### config.mk
export PLATFORM = sky130hd
export DESIGN_NAME = dprx_top
export DESIGN_NICKNAME = d
export VERILOG_FILES = /design/src/rtl/dprx_pkg.sv /design/src/rtl/dprx_descrambler.sv /design/src/rtl/dprx_host_regs.sv /design/src/rtl/dprx_msa_capture.sv /design/src/rtl/dprx_stream_parser.sv /design/src/rtl/dprx_top.sv
export SDC_FILE = /design/constraint.sdc
export NUM_CORES = 1
export LEC_CHECK = 0
export BUFFER_PORTS_ARGS = -buffer_cell sky130_fd_sc_hd__buf_4
export CELL_PAD_IN_SITES_DETAIL_PLACEMENT = 1
export CELL_PAD_IN_SITES_GLOBAL_PLACEMENT = 1
export CORE_MARGIN = 3
export CORE_UTILIZATION = 45
export DETAILED_ROUTE_END_ITERATION = 10
export MAX_ROUTING_LAYER = met4
export PLACE_DENSITY = 0.86
export SLEW_MARGIN = 0
export SYNTH_ARGS = -nofsm -noshare
export SYNTH_HDL_FRONTEND = slang
export SYNTH_SLANG_ARGS = --single-unit
### constraint.sdc
create_clock -name lnk_clk -period 2.95 [get_ports lnk_clk]
set_input_delay 0.885 -clock lnk_clk [delete_from_list [all_inputs] [get_ports lnk_clk]]
set_output_delay 0.885 -clock lnk_clk [all_outputs]
set_load 0.01 [all_outputs]
### src/rtl/dprx_pkg.sv
// Two-lane receiver with lanes already aligned and 8b/10b decoded upstream
// Control codes are the 8-bit data value sent with the K flag set
package dprx_pkg;

    // Link and video sizes
    localparam int LANES     = 2;
    localparam int SYM_W     = 8;
    localparam int VID_W     = LANES * SYM_W;     // Lane 0 in the low byte
    localparam int MSA_WORDS = 4;

    // Host bus
    localparam int REG_AW = 4;
    localparam int REG_DW = 16;

    // Scrambler, X^16+X^5+X^4+X^3+1
    localparam int                LFSR_W      = 16;
    localparam logic [LFSR_W-1:0] LFSR_SEED   = 16'hFFFF;
    localparam logic [LFSR_W-1:0] LFSR_TAPS   = 16'h0039;  // Taps 5, 4, 3 and 0
    localparam int                SR_LOCK_CNT = 2;         // SR rounds per lane for lock

    // K codes
    localparam logic [SYM_W-1:0] K_BS = 8'hBC;    // Blanking start
    localparam logic [SYM_W-1:0] K_BE = 8'hFB;    // Blanking end
    localparam logic [SYM_W-1:0] K_SR = 8'h1C;    // Scrambler reset
    localparam logic [SYM_W-1:0] K_SS = 8'h5C;    // Secondary start
    localparam logic [SYM_W-1:0] K_SE = 8'hFD;    // Secondary end

    // Register map
    localparam logic [REG_AW-1:0] REG_CTRL     = 4'd0;
    localparam logic [REG_AW-1:0] REG_STATUS   = 4'd1;
    localparam logic [REG_AW-1:0] REG_MSA_BASE = 4'd2;  // htotal, vtotal, hactive, vactive

    typedef struct packed {
        logic             k;
        logic [SYM_W-1:0] dat;
    } lnk_sym_t;

    typedef struct packed {
        lnk_sym_t [LANES-1:0] sym;
    } lnk_word_t;

    typedef struct packed {
        logic             vld;
        logic             sof;
        logic             eol;
        logic [VID_W-1:0] dat;
    } vid_beat_t;

    typedef struct packed {
        logic [REG_DW-1:0] htotal;
        logic [REG_DW-1:0] vtotal;
        logic [REG_DW-1:0] hactive;
        logic [REG_DW-1:0] vactive;
    } msa_t;

    typedef struct packed {
        logic              wr;
        logic              rd;
        logic [REG_AW-1:0] addr;
        logic [REG_DW-1:0] wdat;
    } host_req_t;

endpackage

### src/rtl/dprx_descrambler.sv
// One LFSR per lane, reseeded by SR; lanes must already be aligned
// Lock needs two SR symbols on every lane after lnk_en goes high
`timescale 1ns/1ps

module dprx_descrambler import dprx_pkg::*;
(
    input  logic      lnk_clk,
    input  logic      rst_n,
    input  logic      lnk_en,
    input  lnk_word_t lnk_in,
    output lnk_word_t dsc_word,
    output logic      scrm_lock
);

    logic [LFSR_W-1:0] lfsr     [LANES];   // Current state per lane
    logic [LFSR_W-1:0] lfsr_nxt [LANES];   // State after 8 steps
    logic [SYM_W-1:0]  ks       [LANES];   // Keystream byte for this symbol
    logic [1:0]        sr_cnt   [LANES];   // Saturating SR count
    logic [LANES-1:0]  is_sr;
    logic [LANES-1:0]  lane_lock;

    // Eight Galois steps, keystream taken from the MSB, bit 0 first
    function automatic logic [SYM_W+LFSR_W-1:0] lfsr_step8(input logic [LFSR_W-1:0] s);
        logic [LFSR_W-1:0] l;
        logic [SYM_W-1:0]  k;
        l = s;
        for (int b = 0; b < SYM_W; b++)
        begin
            k[b] = l[LFSR_W-1];
            l    = {l[LFSR_W-2:0], 1'b0} ^ (l[LFSR_W-1] ? LFSR_TAPS : '0);
        end
        return {k, l};
    endfunction

    always_comb
    begin
        for (int i = 0; i < LANES; i++)
        begin
            is_sr[i]              = lnk_in.sym[i].k && (lnk_in.sym[i].dat == K_SR);
            {ks[i], lfsr_nxt[i]}  = lfsr_step8(lfsr[i]);
            lane_lock[i]          = (sr_cnt[i] == 2'(SR_LOCK_CNT));
        end
    end

    assign scrm_lock = &lane_lock;  // All lanes saw enough SRs

    // LFSR and lock tracking
    always_ff @(posedge lnk_clk)
    begin
        for (int i = 0; i < LANES; i++)
        begin
            if (!rst_n || !lnk_en)
            begin
                lfsr[i]   <= LFSR_SEED;
                sr_cnt[i] <= '0;
            end
            else if (is_sr[i])
            begin
                lfsr[i] <= LFSR_SEED;   // Seed, no advance on SR itself
                if (!lane_lock[i])
                    sr_cnt[i] <= sr_cnt[i] + 2'd1;
            end
            else
                lfsr[i] <= lfsr_nxt[i];  // Every other symbol, K included
        end
    end

    // Output word, K symbols untouched
    always_ff @(posedge lnk_clk)
    begin
        for (int i = 0; i < LANES; i++)
        begin
            dsc_word.sym[i].k   <= lnk_in.sym[i].k;
            dsc_word.sym[i].dat <= lnk_in.sym[i].k ? lnk_in.sym[i].dat
                                                   : lnk_in.sym[i].dat ^ ks[i];
        end
    end

endmodule

### src/rtl/dprx_host_regs.sv
// Host strobes are one cycle wide, wr and rd never together
// Status read clears the sticky irq unless a new MSA arrives that cycle
`timescale 1ns/1ps

module dprx_host_regs import dprx_pkg::*;
(
    input  logic              lnk_clk,
    input  logic              rst_n,
    input  host_req_t         host,
    output logic [REG_DW-1:0] host_rdat,
    output logic              host_irq,
    output logic              hpd,
    output logic              lnk_en,
    input  logic              scrm_lock,
    input  logic              vid_en,
    input  msa_t              msa,
    input  logic              msa_irq
);

    logic              irq_sticky;
    logic              sta_rd;      // Status read this cycle
    logic [REG_DW-1:0] rd_mux;

    assign sta_rd   = host.rd && (host.addr == REG_STATUS);
    assign host_irq = irq_sticky;

    // Control register and sticky interrupt
    always_ff @(posedge lnk_clk)
    begin
        if (!rst_n)
        begin
            lnk_en     <= 1'b0;
            hpd        <= 1'b0;
            irq_sticky <= 1'b0;
        end
        else
        begin
            if (host.wr && host.addr == REG_CTRL)
            begin
                lnk_en <= host.wdat[0];
                hpd    <= host.wdat[1];
            end
            if (msa_irq)
                irq_sticky <= 1'b1;     // Set wins over clear
            else if (sta_rd)
                irq_sticky <= 1'b0;
        end
    end

    // Read decode
    always_comb
    begin
        rd_mux = '0;
        case (host.addr)
            REG_CTRL:
            begin
                rd_mux[0] = lnk_en;
                rd_mux[1] = hpd;
            end
            REG_STATUS:
            begin
                rd_mux[0] = scrm_lock;
                rd_mux[1] = vid_en;
                rd_mux[2] = irq_sticky;     // Value before the clear
            end
            REG_MSA_BASE:                rd_mux = msa.htotal;
            REG_MSA_BASE + REG_AW'(1):   rd_mux = msa.vtotal;
            REG_MSA_BASE + REG_AW'(2):   rd_mux = msa.hactive;
            REG_MSA_BASE + REG_AW'(3):   rd_mux = msa.vactive;
            default:                     rd_mux = '0;
        endcase
    end

    // Read data holds until the next read
    always_ff @(posedge lnk_clk)
    begin
        if (host.rd)
            host_rdat <= rd_mux;
    end

endmodule

### src/rtl/dprx_msa_capture.sv
// MSA packet is SS SS, four 16-bit words, then SE, all on both lanes
// Early K symbol drops the packet and keeps the last good values
`timescale 1ns/1ps

module dprx_msa_capture import dprx_pkg::*;
(
    input  logic      lnk_clk,
    input  logic      rst_n,
    input  logic      lnk_en,
    input  lnk_word_t dsc_word,
    output msa_t      msa,
    output logic      msa_irq
);

    typedef enum logic [1:0] {
        ST_IDLE,
        ST_SS1,
        ST_DATA,
        ST_SE
    } mst_t;

    mst_t                           state;
    logic [$clog2(MSA_WORDS)-1:0]   cnt;        // Word index within packet
    msa_t                           shadow;     // Packet under capture
    logic [REG_DW-1:0]              word_dat;
    logic                           ss_both;
    logic                           se_both;
    logic                           any_k;

    assign word_dat = {dsc_word.sym[1].dat, dsc_word.sym[0].dat};
    assign any_k    = dsc_word.sym[0].k || dsc_word.sym[1].k;
    assign ss_both  = dsc_word.sym[0].k && (dsc_word.sym[0].dat == K_SS)
                   && dsc_word.sym[1].k && (dsc_word.sym[1].dat == K_SS);
    assign se_both  = dsc_word.sym[0].k && (dsc_word.sym[0].dat == K_SE)
                   && dsc_word.sym[1].k && (dsc_word.sym[1].dat == K_SE);

    always_ff @(posedge lnk_clk)
    begin
        if (!rst_n || !lnk_en)
        begin
            state   <= ST_IDLE;
            cnt     <= '0;
            msa_irq <= 1'b0;
        end
        else
        begin
            msa_irq <= 1'b0;    // One-cycle pulse
            case (state)
                ST_IDLE:
                    if (ss_both)
                        state <= ST_SS1;
                ST_SS1:
                begin
                    cnt   <= '0;
                    state <= ss_both ? ST_DATA : ST_IDLE;
                end
                ST_DATA:
                    if (any_k)
                        state <= ST_IDLE;   // Abort, no pulse
                    else
                    begin
                        cnt <= cnt + 1'b1;
                        if (cnt == $bits(cnt)'(MSA_WORDS - 1))
                            state <= ST_SE;
                    end
                ST_SE:
                begin
                    state   <= ST_IDLE;
                    msa_irq <= se_both;     // Anything else drops the packet
                end
                default:
                    state <= ST_IDLE;
            endcase
        end
    end

    // Capture words, commit on a complete packet
    always_ff @(posedge lnk_clk)
    begin
        if (state == ST_DATA && !any_k)
            case (cnt)
                2'd0:    shadow.htotal  <= word_dat;
                2'd1:    shadow.vtotal  <= word_dat;
                2'd2:    shadow.hactive <= word_dat;
                default: shadow.vactive <= word_dat;
            endcase
        if (state == ST_SE && se_both)
            msa <= shadow;
    end

endmodule

### src/rtl/dprx_stream_parser.sv
// BS/BE framing on lane 0; VB-ID is the single word after BS
// No back-pressure; beats leave as a plain valid strobe two cycles after input
`timescale 1ns/1ps

module dprx_stream_parser import dprx_pkg::*;
(
    input  logic      lnk_clk,
    input  logic      rst_n,
    input  logic      lnk_en,
    input  logic      scrm_lock,
    input  lnk_word_t dsc_word,
    output vid_beat_t vid,
    output logic      vid_en
);

    typedef enum logic [1:0] {
        ST_BLANK,
        ST_VBID,
        ST_ACTIVE
    } pst_t;

    typedef struct packed {
        logic             vld;
        logic             sof;
        logic [VID_W-1:0] dat;
    } pend_t;

    pst_t             state;
    pend_t            pend;         // Held beat until eol is known
    logic             vb_seen;      // VB-ID with vblank set seen
    logic             sof_arm;      // Vblank ended, next line starts a frame
    logic             first_beat;   // Nothing sent yet since BE
    logic [LANES-1:0] k_bits;
    logic             bs_now;
    logic             be_now;
    logic             beat_now;
    logic [VID_W-1:0] word_dat;

    always_comb
    begin
        for (int i = 0; i < LANES; i++)
        begin
            k_bits[i]                    = dsc_word.sym[i].k;
            word_dat[i*SYM_W +: SYM_W]   = dsc_word.sym[i].dat;  // Lane 0 low byte
        end
    end

    assign bs_now   = dsc_word.sym[0].k && (dsc_word.sym[0].dat == K_BS);
    assign be_now   = dsc_word.sym[0].k && (dsc_word.sym[0].dat == K_BE);
    assign beat_now = (state == ST_ACTIVE) && (k_bits == '0);  // All data symbols

    always_ff @(posedge lnk_clk)
    begin
        if (!rst_n || !lnk_en)
        begin
            state      <= ST_BLANK;
            vb_seen    <= 1'b0;
            sof_arm    <= 1'b0;
            first_beat <= 1'b0;
            vid_en     <= 1'b0;
            pend       <= '0;
            vid        <= '0;
        end
        else
        begin
            // Stage 1 captures the beat
            pend.vld <= beat_now;
            pend.sof <= beat_now && first_beat && sof_arm;
            pend.dat <= word_dat;

            // Stage 2 tags eol when BS follows the held beat
            vid.vld <= pend.vld;
            vid.sof <= pend.sof;
            vid.eol <= pend.vld && bs_now;
            vid.dat <= pend.dat;

            if (beat_now)
            begin
                first_beat <= 1'b0;
                if (first_beat)
                    sof_arm <= 1'b0;    // Frame start consumed
            end

            if (bs_now)
                state <= ST_VBID;       // Line over
            else if (be_now)
            begin
                state      <= ST_ACTIVE;
                first_beat <= 1'b1;
                if (scrm_lock)
                    vid_en <= 1'b1;
            end
            else if (state == ST_VBID)
            begin
                state <= ST_BLANK;
                if (dsc_word.sym[0].dat[0])
                begin
                    vb_seen <= 1'b1;    // In vertical blanking
                    sof_arm <= 1'b0;
                end
                else if (vb_seen)
                begin
                    vb_seen <= 1'b0;    // Vblank just ended
                    sof_arm <= 1'b1;
                end
            end
        end
    end

endmodule

### src/rtl/dprx_top.sv
// Single link clock for host, link and video; no AUX, training or deskew
// Video has no ready, beats must be taken as they come
`timescale 1ns/1ps

module dprx_top import dprx_pkg::*;
(
    input  logic              lnk_clk,
    input  logic              rst_n,
    input  lnk_word_t         lnk_in,
    input  host_req_t         host,
    output logic [REG_DW-1:0] host_rdat,
    output logic              host_irq,
    output logic              hpd,
    output logic              scrm_lock,
    output vid_beat_t         vid
);

    lnk_word_t dsc_word;    // Descrambled lane word
    msa_t      msa;
    logic      msa_irq;
    logic      lnk_en;      // From control register
    logic      vid_en;

    dprx_descrambler u_descrambler (
        .lnk_clk   (lnk_clk),
        .rst_n     (rst_n),
        .lnk_en    (lnk_en),
        .lnk_in    (lnk_in),
        .dsc_word  (dsc_word),
        .scrm_lock (scrm_lock)
    );

    dprx_stream_parser u_stream_parser (
        .lnk_clk   (lnk_clk),
        .rst_n     (rst_n),
        .lnk_en    (lnk_en),
        .scrm_lock (scrm_lock),
        .dsc_word  (dsc_word),
        .vid       (vid),
        .vid_en    (vid_en)
    );

    dprx_msa_capture u_msa_capture (
        .lnk_clk   (lnk_clk),
        .rst_n     (rst_n),
        .lnk_en    (lnk_en),
        .dsc_word  (dsc_word),
        .msa       (msa),
        .msa_irq   (msa_irq)
    );

    // Stands in for the policy maker
    dprx_host_regs u_host_regs (
        .lnk_clk   (lnk_clk),
        .rst_n     (rst_n),
        .host      (host),
        .host_rdat (host_rdat),
        .host_irq  (host_irq),
        .hpd       (hpd),
        .lnk_en    (lnk_en),
        .scrm_lock (scrm_lock),
        .vid_en    (vid_en),
        .msa       (msa),
        .msa_irq   (msa_irq)
    );

endmodule

* Yosys cells after proc, flatten, opt, wreduce, memory -nomap -nowiden *
Memories as Yosys holds them, arrays and structs flattened.
Cells that the tools add are included.

operators by class
  add/sub/neg operators = 3
  $mul = 0
  div/mod/pow operators = 0
  order comparisons = 0
  eq/ne operators = 26
  shifts and indexed selects = 0
  multiplexer cells = 72
  bitwise gates (word level) = 28
  reduce and logical (&&, ||, !) cells = 43

operators by type and width
  operator                                             number
  XOR 16 bit                                           16
  2-to-1 mux 6 bit                                     16
  2-to-1 mux 16 bit                                    4
  case mux 13 bit (4 select lines)                     1
  2-to-1 mux 1 bit                                     36
  equality test 8 bit, second input constant           4
  logical AND 1 bit                                    18
  2-to-1 mux 2 bit                                     9
  equality test 8 x 5 -> 1 bit, second input constant  2
  equality test 8 x 7 -> 1 bit, second input constant  2
  2-to-1 mux 8 bit                                     2
  XOR 8 bit                                            2
  equality test 2 bit, second input constant           7
  AND reduction 2 bit                                  7
  case mux 2 bit (6 select lines)                      1
  equality test 4 x 2 -> 1 bit, second input constant  2
  equality test 4 x 3 -> 1 bit, second input constant  2
  case mux 2 bit (4 select lines)                      1
  adder 2 x 1 -> 2 bit, second input constant          3
  equality test 2 x 1 -> 1 bit, second input constant  3
  zero test 2 bit                                      3
  bitwise OR 1 bit                                     6
  nonzero test 2 bit                                   3
  case mux 1 bit (5 select lines)                      1
  other kinds (14)                                     21

word-level totals
  register bits = 213
  bits in latches = 0
  RAM bits = 36
  memory bits (read-only) = 0
  input port bits = 42
  output and inout bits = 38
  word-level logic and storage cells = 206
  memories = 2

memory list
  memory                words  bits a word  rd ports  clocked after memory_dff  write ports  line                    RTL
  u_descrambler.lfsr    2      16           2         0                         2            dprx_descrambler.sv:15  logic [LFSR_W-1:0] lfsr [LANES];
  u_descrambler.sr_cnt  2      2            2         0                         2            dprx_descrambler.sv:18  logic [1:0] sr_cnt [LANES];

* Logic depth before layout (Yosys ltp) *
An unclocked memory read counts as a cell.

  depth after elaboration = 18
  depth in mapped cells = 5
  depth with buffers taken out = 5

* By module *
From an unflattened synthesis, not the netlist that was laid out.

second synthesis, totals
  cell total of the unflattened synthesis = 558
  area, all modules = 9,120.0 µm²

by module, submodules not included
  module              instances  cells each  area each (µm²)  sequential area each (µm²)
  dprx_msa_capture    1          167         4,194.0          3,943.8
  dprx_descrambler    1          187         2,464.9          1,441.4
  dprx_stream_parser  1          113         1,316.3          860.8
  dprx_host_regs      1          91          1,144.8          540.5

* Worst setup path before layout *
OpenSTA, ideal clock, no wires.

  path kind = register -> register
  start = register u_descrambler.dsc_word[1] (netlist name)
  end = register u_msa_capture.msa[0] (netlist name)
  setup time = 0.429 ns
  data arrival time = 2.475 ns
  required time = 2.521 ns
  path slack = 0.047 ns
  stages on the path, launching flop included = 4
  path buffers = 0
  clock period less this slack = 2.903 ns
  cell sequence = dfxtp_1 > nand3b_1 > nor4_1 > and2_1

on the way
  longest elaborated chain between the ends = 5

RTL lines
  what                             line                    RTL
  equality test 8 bit              dprx_msa_capture.sv:34  assign se_both = dsc_word.sym[0].k && (dsc_word.sym[0].dat == K_SE)
  logical AND 1 bit                dprx_msa_capture.sv:34
  logical AND 1 bit (2 in series)  dprx_msa_capture.sv:35  && dsc_word.sym[1].k && (dsc_word.sym[1].dat == K_SE);
  logical AND 1 bit                dprx_msa_capture.sv:87  if (state == ST_SE && se_both)

No other way between the ends.
A chain may end at the register's enable or synchronous reset.

==> flow_results.xml <==
<?xml version="1.0" encoding="UTF-8"?>
<metrics>
  <group name="sta">
    <metric name="clock-skew-final" unit="ns">0.0114</metric>
    <metric name="maxClockFrequency" unit="GHz">0.391</metric>
    <metric name="timing_hold_violations_final" unit="">0</metric>
    <metric name="timing.final.crit_period" unit="ns">2.56</metric>
    <metric name="report.final.slew_viol_count" unit="">0</metric>
    <metric name="max_slew.worst_pin.slew" unit="ns">0.725</metric>
    <metric name="setup_viol_count_final" unit="">0</metric>
    <metric name="totalNegativeSetupSlack" unit="ns">0</metric>
    <metric name="post-route-period-util" unit="%">86.7</metric>
    <metric name="rsz0062_at_grt" unit="">false</metric>
    <metric name="relative_slew_margins" unit="%">51.5</metric>
  </group>
  <group name="floorplanning">
    <metric name="die-width" unit="um">146</metric>
    <metric name="boundaryPins" unit="">80</metric>
    <metric name="die_area" unit="um^2">21400</metric>
    <metric name="row_count" unit="">50</metric>
    <metric name="die_h" unit="um">146</metric>
    <metric name="floorplan.initialDensity" unit="%">46.5</metric>
    <metric name="floorplan.core_area" unit="um^2">19000</metric>
  </group>
  <group name="clock_tree">
    <metric name="clk_path_buf_depth" unit="">3</metric>
    <metric name="worstSkewPairLatency" unit="ns">0.51</metric>
    <metric name="tritoncts.num_buffers" unit="">25</metric>
    <metric name="h-tree-depth" unit="">1</metric>
    <metric name="post-cts-setup-buffers" unit="">0</metric>
    <metric name="cts_num_sinks" unit="">249</metric>
    <metric name="ctsHoldBuffers" unit="">0</metric>
    <metric name="clk_root_buffer_cell" unit="">sky130_fd_sc_hd__clkbuf_16</metric>
    <metric name="clk_pin_slew_worst_paths" unit="ns">0.06</metric>
    <metric name="postCtsResizedCells" unit="">0</metric>
    <metric name="clock_tree_from_tritoncts" unit="">done</metric>
  </group>
  <group name="worst_setup_path">
    <metric name="crit_path_start_kind" unit="">flip-flop</metric>
    <metric name="rrSetupSlack" unit="ns">0.72</metric>
    <metric name="critPathArrivalTime" unit="ns">1.67</metric>
    <metric name="cp-end-kind" unit="">output pin</metric>
    <metric name="timing.reg2reg.worst_path_depth" unit="">4</metric>
    <metric name="critical_path.reg2reg.endpoint" unit="">u_msa_capture.msa[39]</metric>
    <metric name="crit_required" unit="ns">2.07</metric>
    <metric name="crit_path_end" unit="">scrm_lock</metric>
    <metric name="setup.worst_path.start" unit="">u_descrambler.sr_cnt[1][0]</metric>
    <metric name="worstPathMaxFanout" unit="">3</metric>
    <metric name="regToRegStartpoint" unit="">u_descrambler.dsc_word[2]</metric>
    <metric name="worstSetupPathType" unit="">reg -&gt; out</metric>
  </group>
  <group name="pwr">
    <metric name="power.static_leakage" unit="nW">3.84</metric>
    <metric name="p_per_area" unit="nW/um^2">669</metric>
    <metric name="max_vdd_drop" unit="mV">0.435</metric>
    <metric name="report.power.total" unit="mW">7.12</metric>
  </group>
  <group name="synthesis">
    <metric name="synth_top_area_share" unit="%">61.1</metric>
    <metric name="avgSynthCellArea" unit="um^2">15.8</metric>
    <metric name="synth_compound_gate_area_share" unit="%">3.61</metric>
    <metric name="synthMuxAreaShare" unit="%">0</metric>
    <metric name="netlist.top_cell.by_area" unit="">sky130_fd_sc_hd__edfxtp_1</metric>
    <metric name="syn_inst" unit="">559</metric>
    <metric name="ys_async_sr_fraction" unit="%">0</metric>
    <metric name="yosys_register_bits" unit="">249</metric>
    <metric name="ys_top_cells_by_area" unit="">sky130_fd_sc_hd__edfxtp_1 61%, sky130_fd_sc_hd__dfxtp_1 16%, sky130_fd_sc_hd__xnor2_1 4.8%</metric>
    <metric name="syn-cell-area" unit="um^2">8840</metric>
    <metric name="post_synth_and_or_nand_nor_area_fraction" unit="%">12.0</metric>
    <metric name="synth_cell_types" unit="">44</metric>
    <metric name="post_synth_xor_area_fraction" unit="%">5.65</metric>
    <metric name="synth_adder_area_share" unit="%">0.849</metric>
    <metric name="dominant_synthesized_flop_cell" unit="">sky130_fd_sc_hd__edfxtp_1</metric>
    <metric name="synth-seq-area-share" unit="%">76.8</metric>
    <metric name="ys_warn_count" unit="">0</metric>
    <metric name="largest_family_of_logic_cells_by_synthesized_area" unit="">simple AND/OR/NAND/NOR gates</metric>
    <metric name="synth-edff-count" unit="">180</metric>
  </group>
  <group name="global_route">
    <metric name="grt_overflow_total" unit="">0</metric>
    <metric name="first_global_vias" unit="">5583</metric>
    <metric name="pin_count_of_the_biggest_net_entering_global_routing" unit="">65</metric>
    <metric name="global_route.usage.total" unit="%">18.9</metric>
    <metric name="grt_first_pass_wirelength" unit="mm">31.0</metric>
    <metric name="initial_antenna_violation_count" unit="">0</metric>
  </group>
  <group name="drt">
    <metric name="drt_iter0_markers" unit="">276</metric>
    <metric name="firstDrtPassIters" unit="">5</metric>
    <metric name="detailroute.wirelength.met3" unit="mm">1.04</metric>
    <metric name="met1_routed_length" unit="mm">7.74</metric>
    <metric name="detail_route.wl_per_cell" unit="um">20.1</metric>
    <metric name="antenna_violating_nets_post_route" unit="">0</metric>
    <metric name="highest_layer" unit="">met4</metric>
    <metric name="wl" unit="mm">19.3</metric>
    <metric name="drcViolationCount" unit="">0</metric>
    <metric name="post_drt_via_cell_ratio" unit="">5.22</metric>
    <metric name="total_vias_in_the_final_route" unit="">5007</metric>
    <metric name="wl_met2" unit="mm">10.2</metric>
  </group>
  <group name="placement">
    <metric name="dp.cells" unit="">915</metric>
    <metric name="port_buffer_count" unit="">65</metric>
    <metric name="place_congestion" unit="">0.843</metric>
    <metric name="dpl.hpwl" unit="mm">13.3</metric>
  </group>
  <group name="cells_and_area">
    <metric name="layout-drive-gt1-share" unit="%">18.4</metric>
    <metric name="synthToLayoutAreaGrowth" unit="%">20.4</metric>
    <metric name="diodes" unit="">0</metric>
    <metric name="mostFrequentLayoutCell" unit="">sky130_fd_sc_hd__edfxtp_1</metric>
    <metric name="nNetsFinal" unit="">730</metric>
    <metric name="layout_common_cells" unit="">180 x sky130_fd_sc_hd__edfxtp_1, 80 x sky130_fd_sc_hd__buf_4, 69 x sky130_fd_sc_hd__dfxtp_1</metric>
    <metric name="layout.cells.non_filler" unit="">960</metric>
  </group>
  <group name="outcome">
    <metric name="status" unit="">complete, no violations</metric>
  </group>
  <group name="min_path">
    <metric name="hold_path_class" unit="">reg -&gt; reg</metric>
  </group>
  <group name="job">
    <metric name="maxCapViolCount" unit="">0</metric>
  </group>
</metrics>
==> metrics by stage <==
stage	setup slack [ns]	cell area, um^2	util (%)	hold WS [ns]
CTS	0.367	10600	56.0	0.417
floorplan	0.0466	8960	-	0.400
global route	0.296	10600	56.0	0.431
global placement	0.661	9840	51.8	0.402
finish	0.391	10600	56.0	0.412
detailed placement	0.613	9840	51.8	0.405
==> sequential cells by signal, summed over array words and instances (netlist names), 2 cells and up <==
register and cells:
u_msa_capture.msa 64, u_msa_capture.shadow 64, u_descrambler.lfsr 32, u_stream_parser.vid 19, u_descrambler.dsc_word 18, u_stream_parser.pend 18
u_host_regs.host_rdat 16, u_descrambler.sr_cnt 4, u_msa_capture.cnt 2, u_msa_capture.state 2, u_stream_parser.state 2
==> final cells by class <==
| class | count | area [um^2] |
|---|---|---|
| clock buffers | 33 | 669 |
| flip-flops and latches | 249 | 6790 |
| repair buffers | 81 | 621 |
| well taps | 260 | 325 |
| inverters | 8 | 30.0 |
| clock inverters | 12 | 134 |
| multi-input cells | 317 | 2080 |
| fillers | 1851 | 8370 |
==> synth_stat cells, types with 2 or more instances <==
library cell and count:
sky130_fd_sc_hd__edfxtp_1 180, sky130_fd_sc_hd__dfxtp_1 69, sky130_fd_sc_hd__nand2_1 58, sky130_fd_sc_hd__xnor2_1 48
sky130_fd_sc_hd__and3_1 34, sky130_fd_sc_hd__nand2b_1 18, sky130_fd_sc_hd__nor2_1 16, sky130_fd_sc_hd__or3_1 15
sky130_fd_sc_hd__a222oi_1 13, sky130_fd_sc_hd__clkbuf_1 11, sky130_fd_sc_hd__xor2_1 9, sky130_fd_sc_hd__a22oi_1 8
sky130_fd_sc_hd__inv_1 8, sky130_fd_sc_hd__nand3_1 7, sky130_fd_sc_hd__and2_1 6, sky130_fd_sc_hd__ha_1 6
sky130_fd_sc_hd__buf_2 5, sky130_fd_sc_hd__a21oi_1 4, sky130_fd_sc_hd__nor3_1 4, sky130_fd_sc_hd__a21boi_1 3
sky130_fd_sc_hd__nor4_1 3, sky130_fd_sc_hd__or4_1 3, sky130_fd_sc_hd__a31oi_1 2, sky130_fd_sc_hd__nand3b_1 2
sky130_fd_sc_hd__nand4_1 2, sky130_fd_sc_hd__nand4b_4 2, sky130_fd_sc_hd__nor4_4 2, sky130_fd_sc_hd__nor4b_2 2
sky130_fd_sc_hd__o31ai_1 2, sky130_fd_sc_hd__or3b_1 2, sky130_fd_sc_hd__or4_4 2
==> cell families after synthesis <==
kind of cell	after synthesis
compound gates	39
xor+xnor	57
fa+ha+maj	6
buf+inv	24
flops	249
other cells	1
simple gates	183
==> power by group <==
group / switching [mW] / internal, mW
registers: 0.0604 / 3.79
logic: 0.0999 / 0.0822
clock network: 1.24 / 1.86
total: 1.40 / 5.72
==> worst min-delay path by stage <==
stage	start	end	slack, ns	cells after the start
after floorplan	u_msa_capture.shadow[0]	u_msa_capture.msa[0]	0.40	0
after global placement	u_msa_capture.shadow[17]	u_msa_capture.msa[17]	0.40	0
after global routing	u_msa_capture.shadow[22]	u_msa_capture.msa[22]	0.43	0
final	u_msa_capture.shadow[52]	u_msa_capture.msa[52]	0.41	0
after CTS	u_msa_capture.shadow[52]	u_msa_capture.msa[52]	0.42	0
after detailed placement	u_msa_capture.shadow[20]	u_msa_capture.msa[20]	0.41	0
==> critical path: stages (launching register included) <==
cell                       delay (ns)
sky130_fd_sc_hd__edfxtp_1        0.39
sky130_fd_sc_hd__inv_1           0.08
sky130_fd_sc_hd__ha_1            0.21
sky130_fd_sc_hd__and2_1          0.31
sky130_fd_sc_hd__buf_4           0.18
==> per-layer routing <==
metal  vias up  global-route usage (%)
li1       2284                       -
met1      2543                    22.6
met2       147                    33.5
met3        33                    3.45
met4         0                    4.23
met5         -                       -
Power figures use the tool's default switching activity.
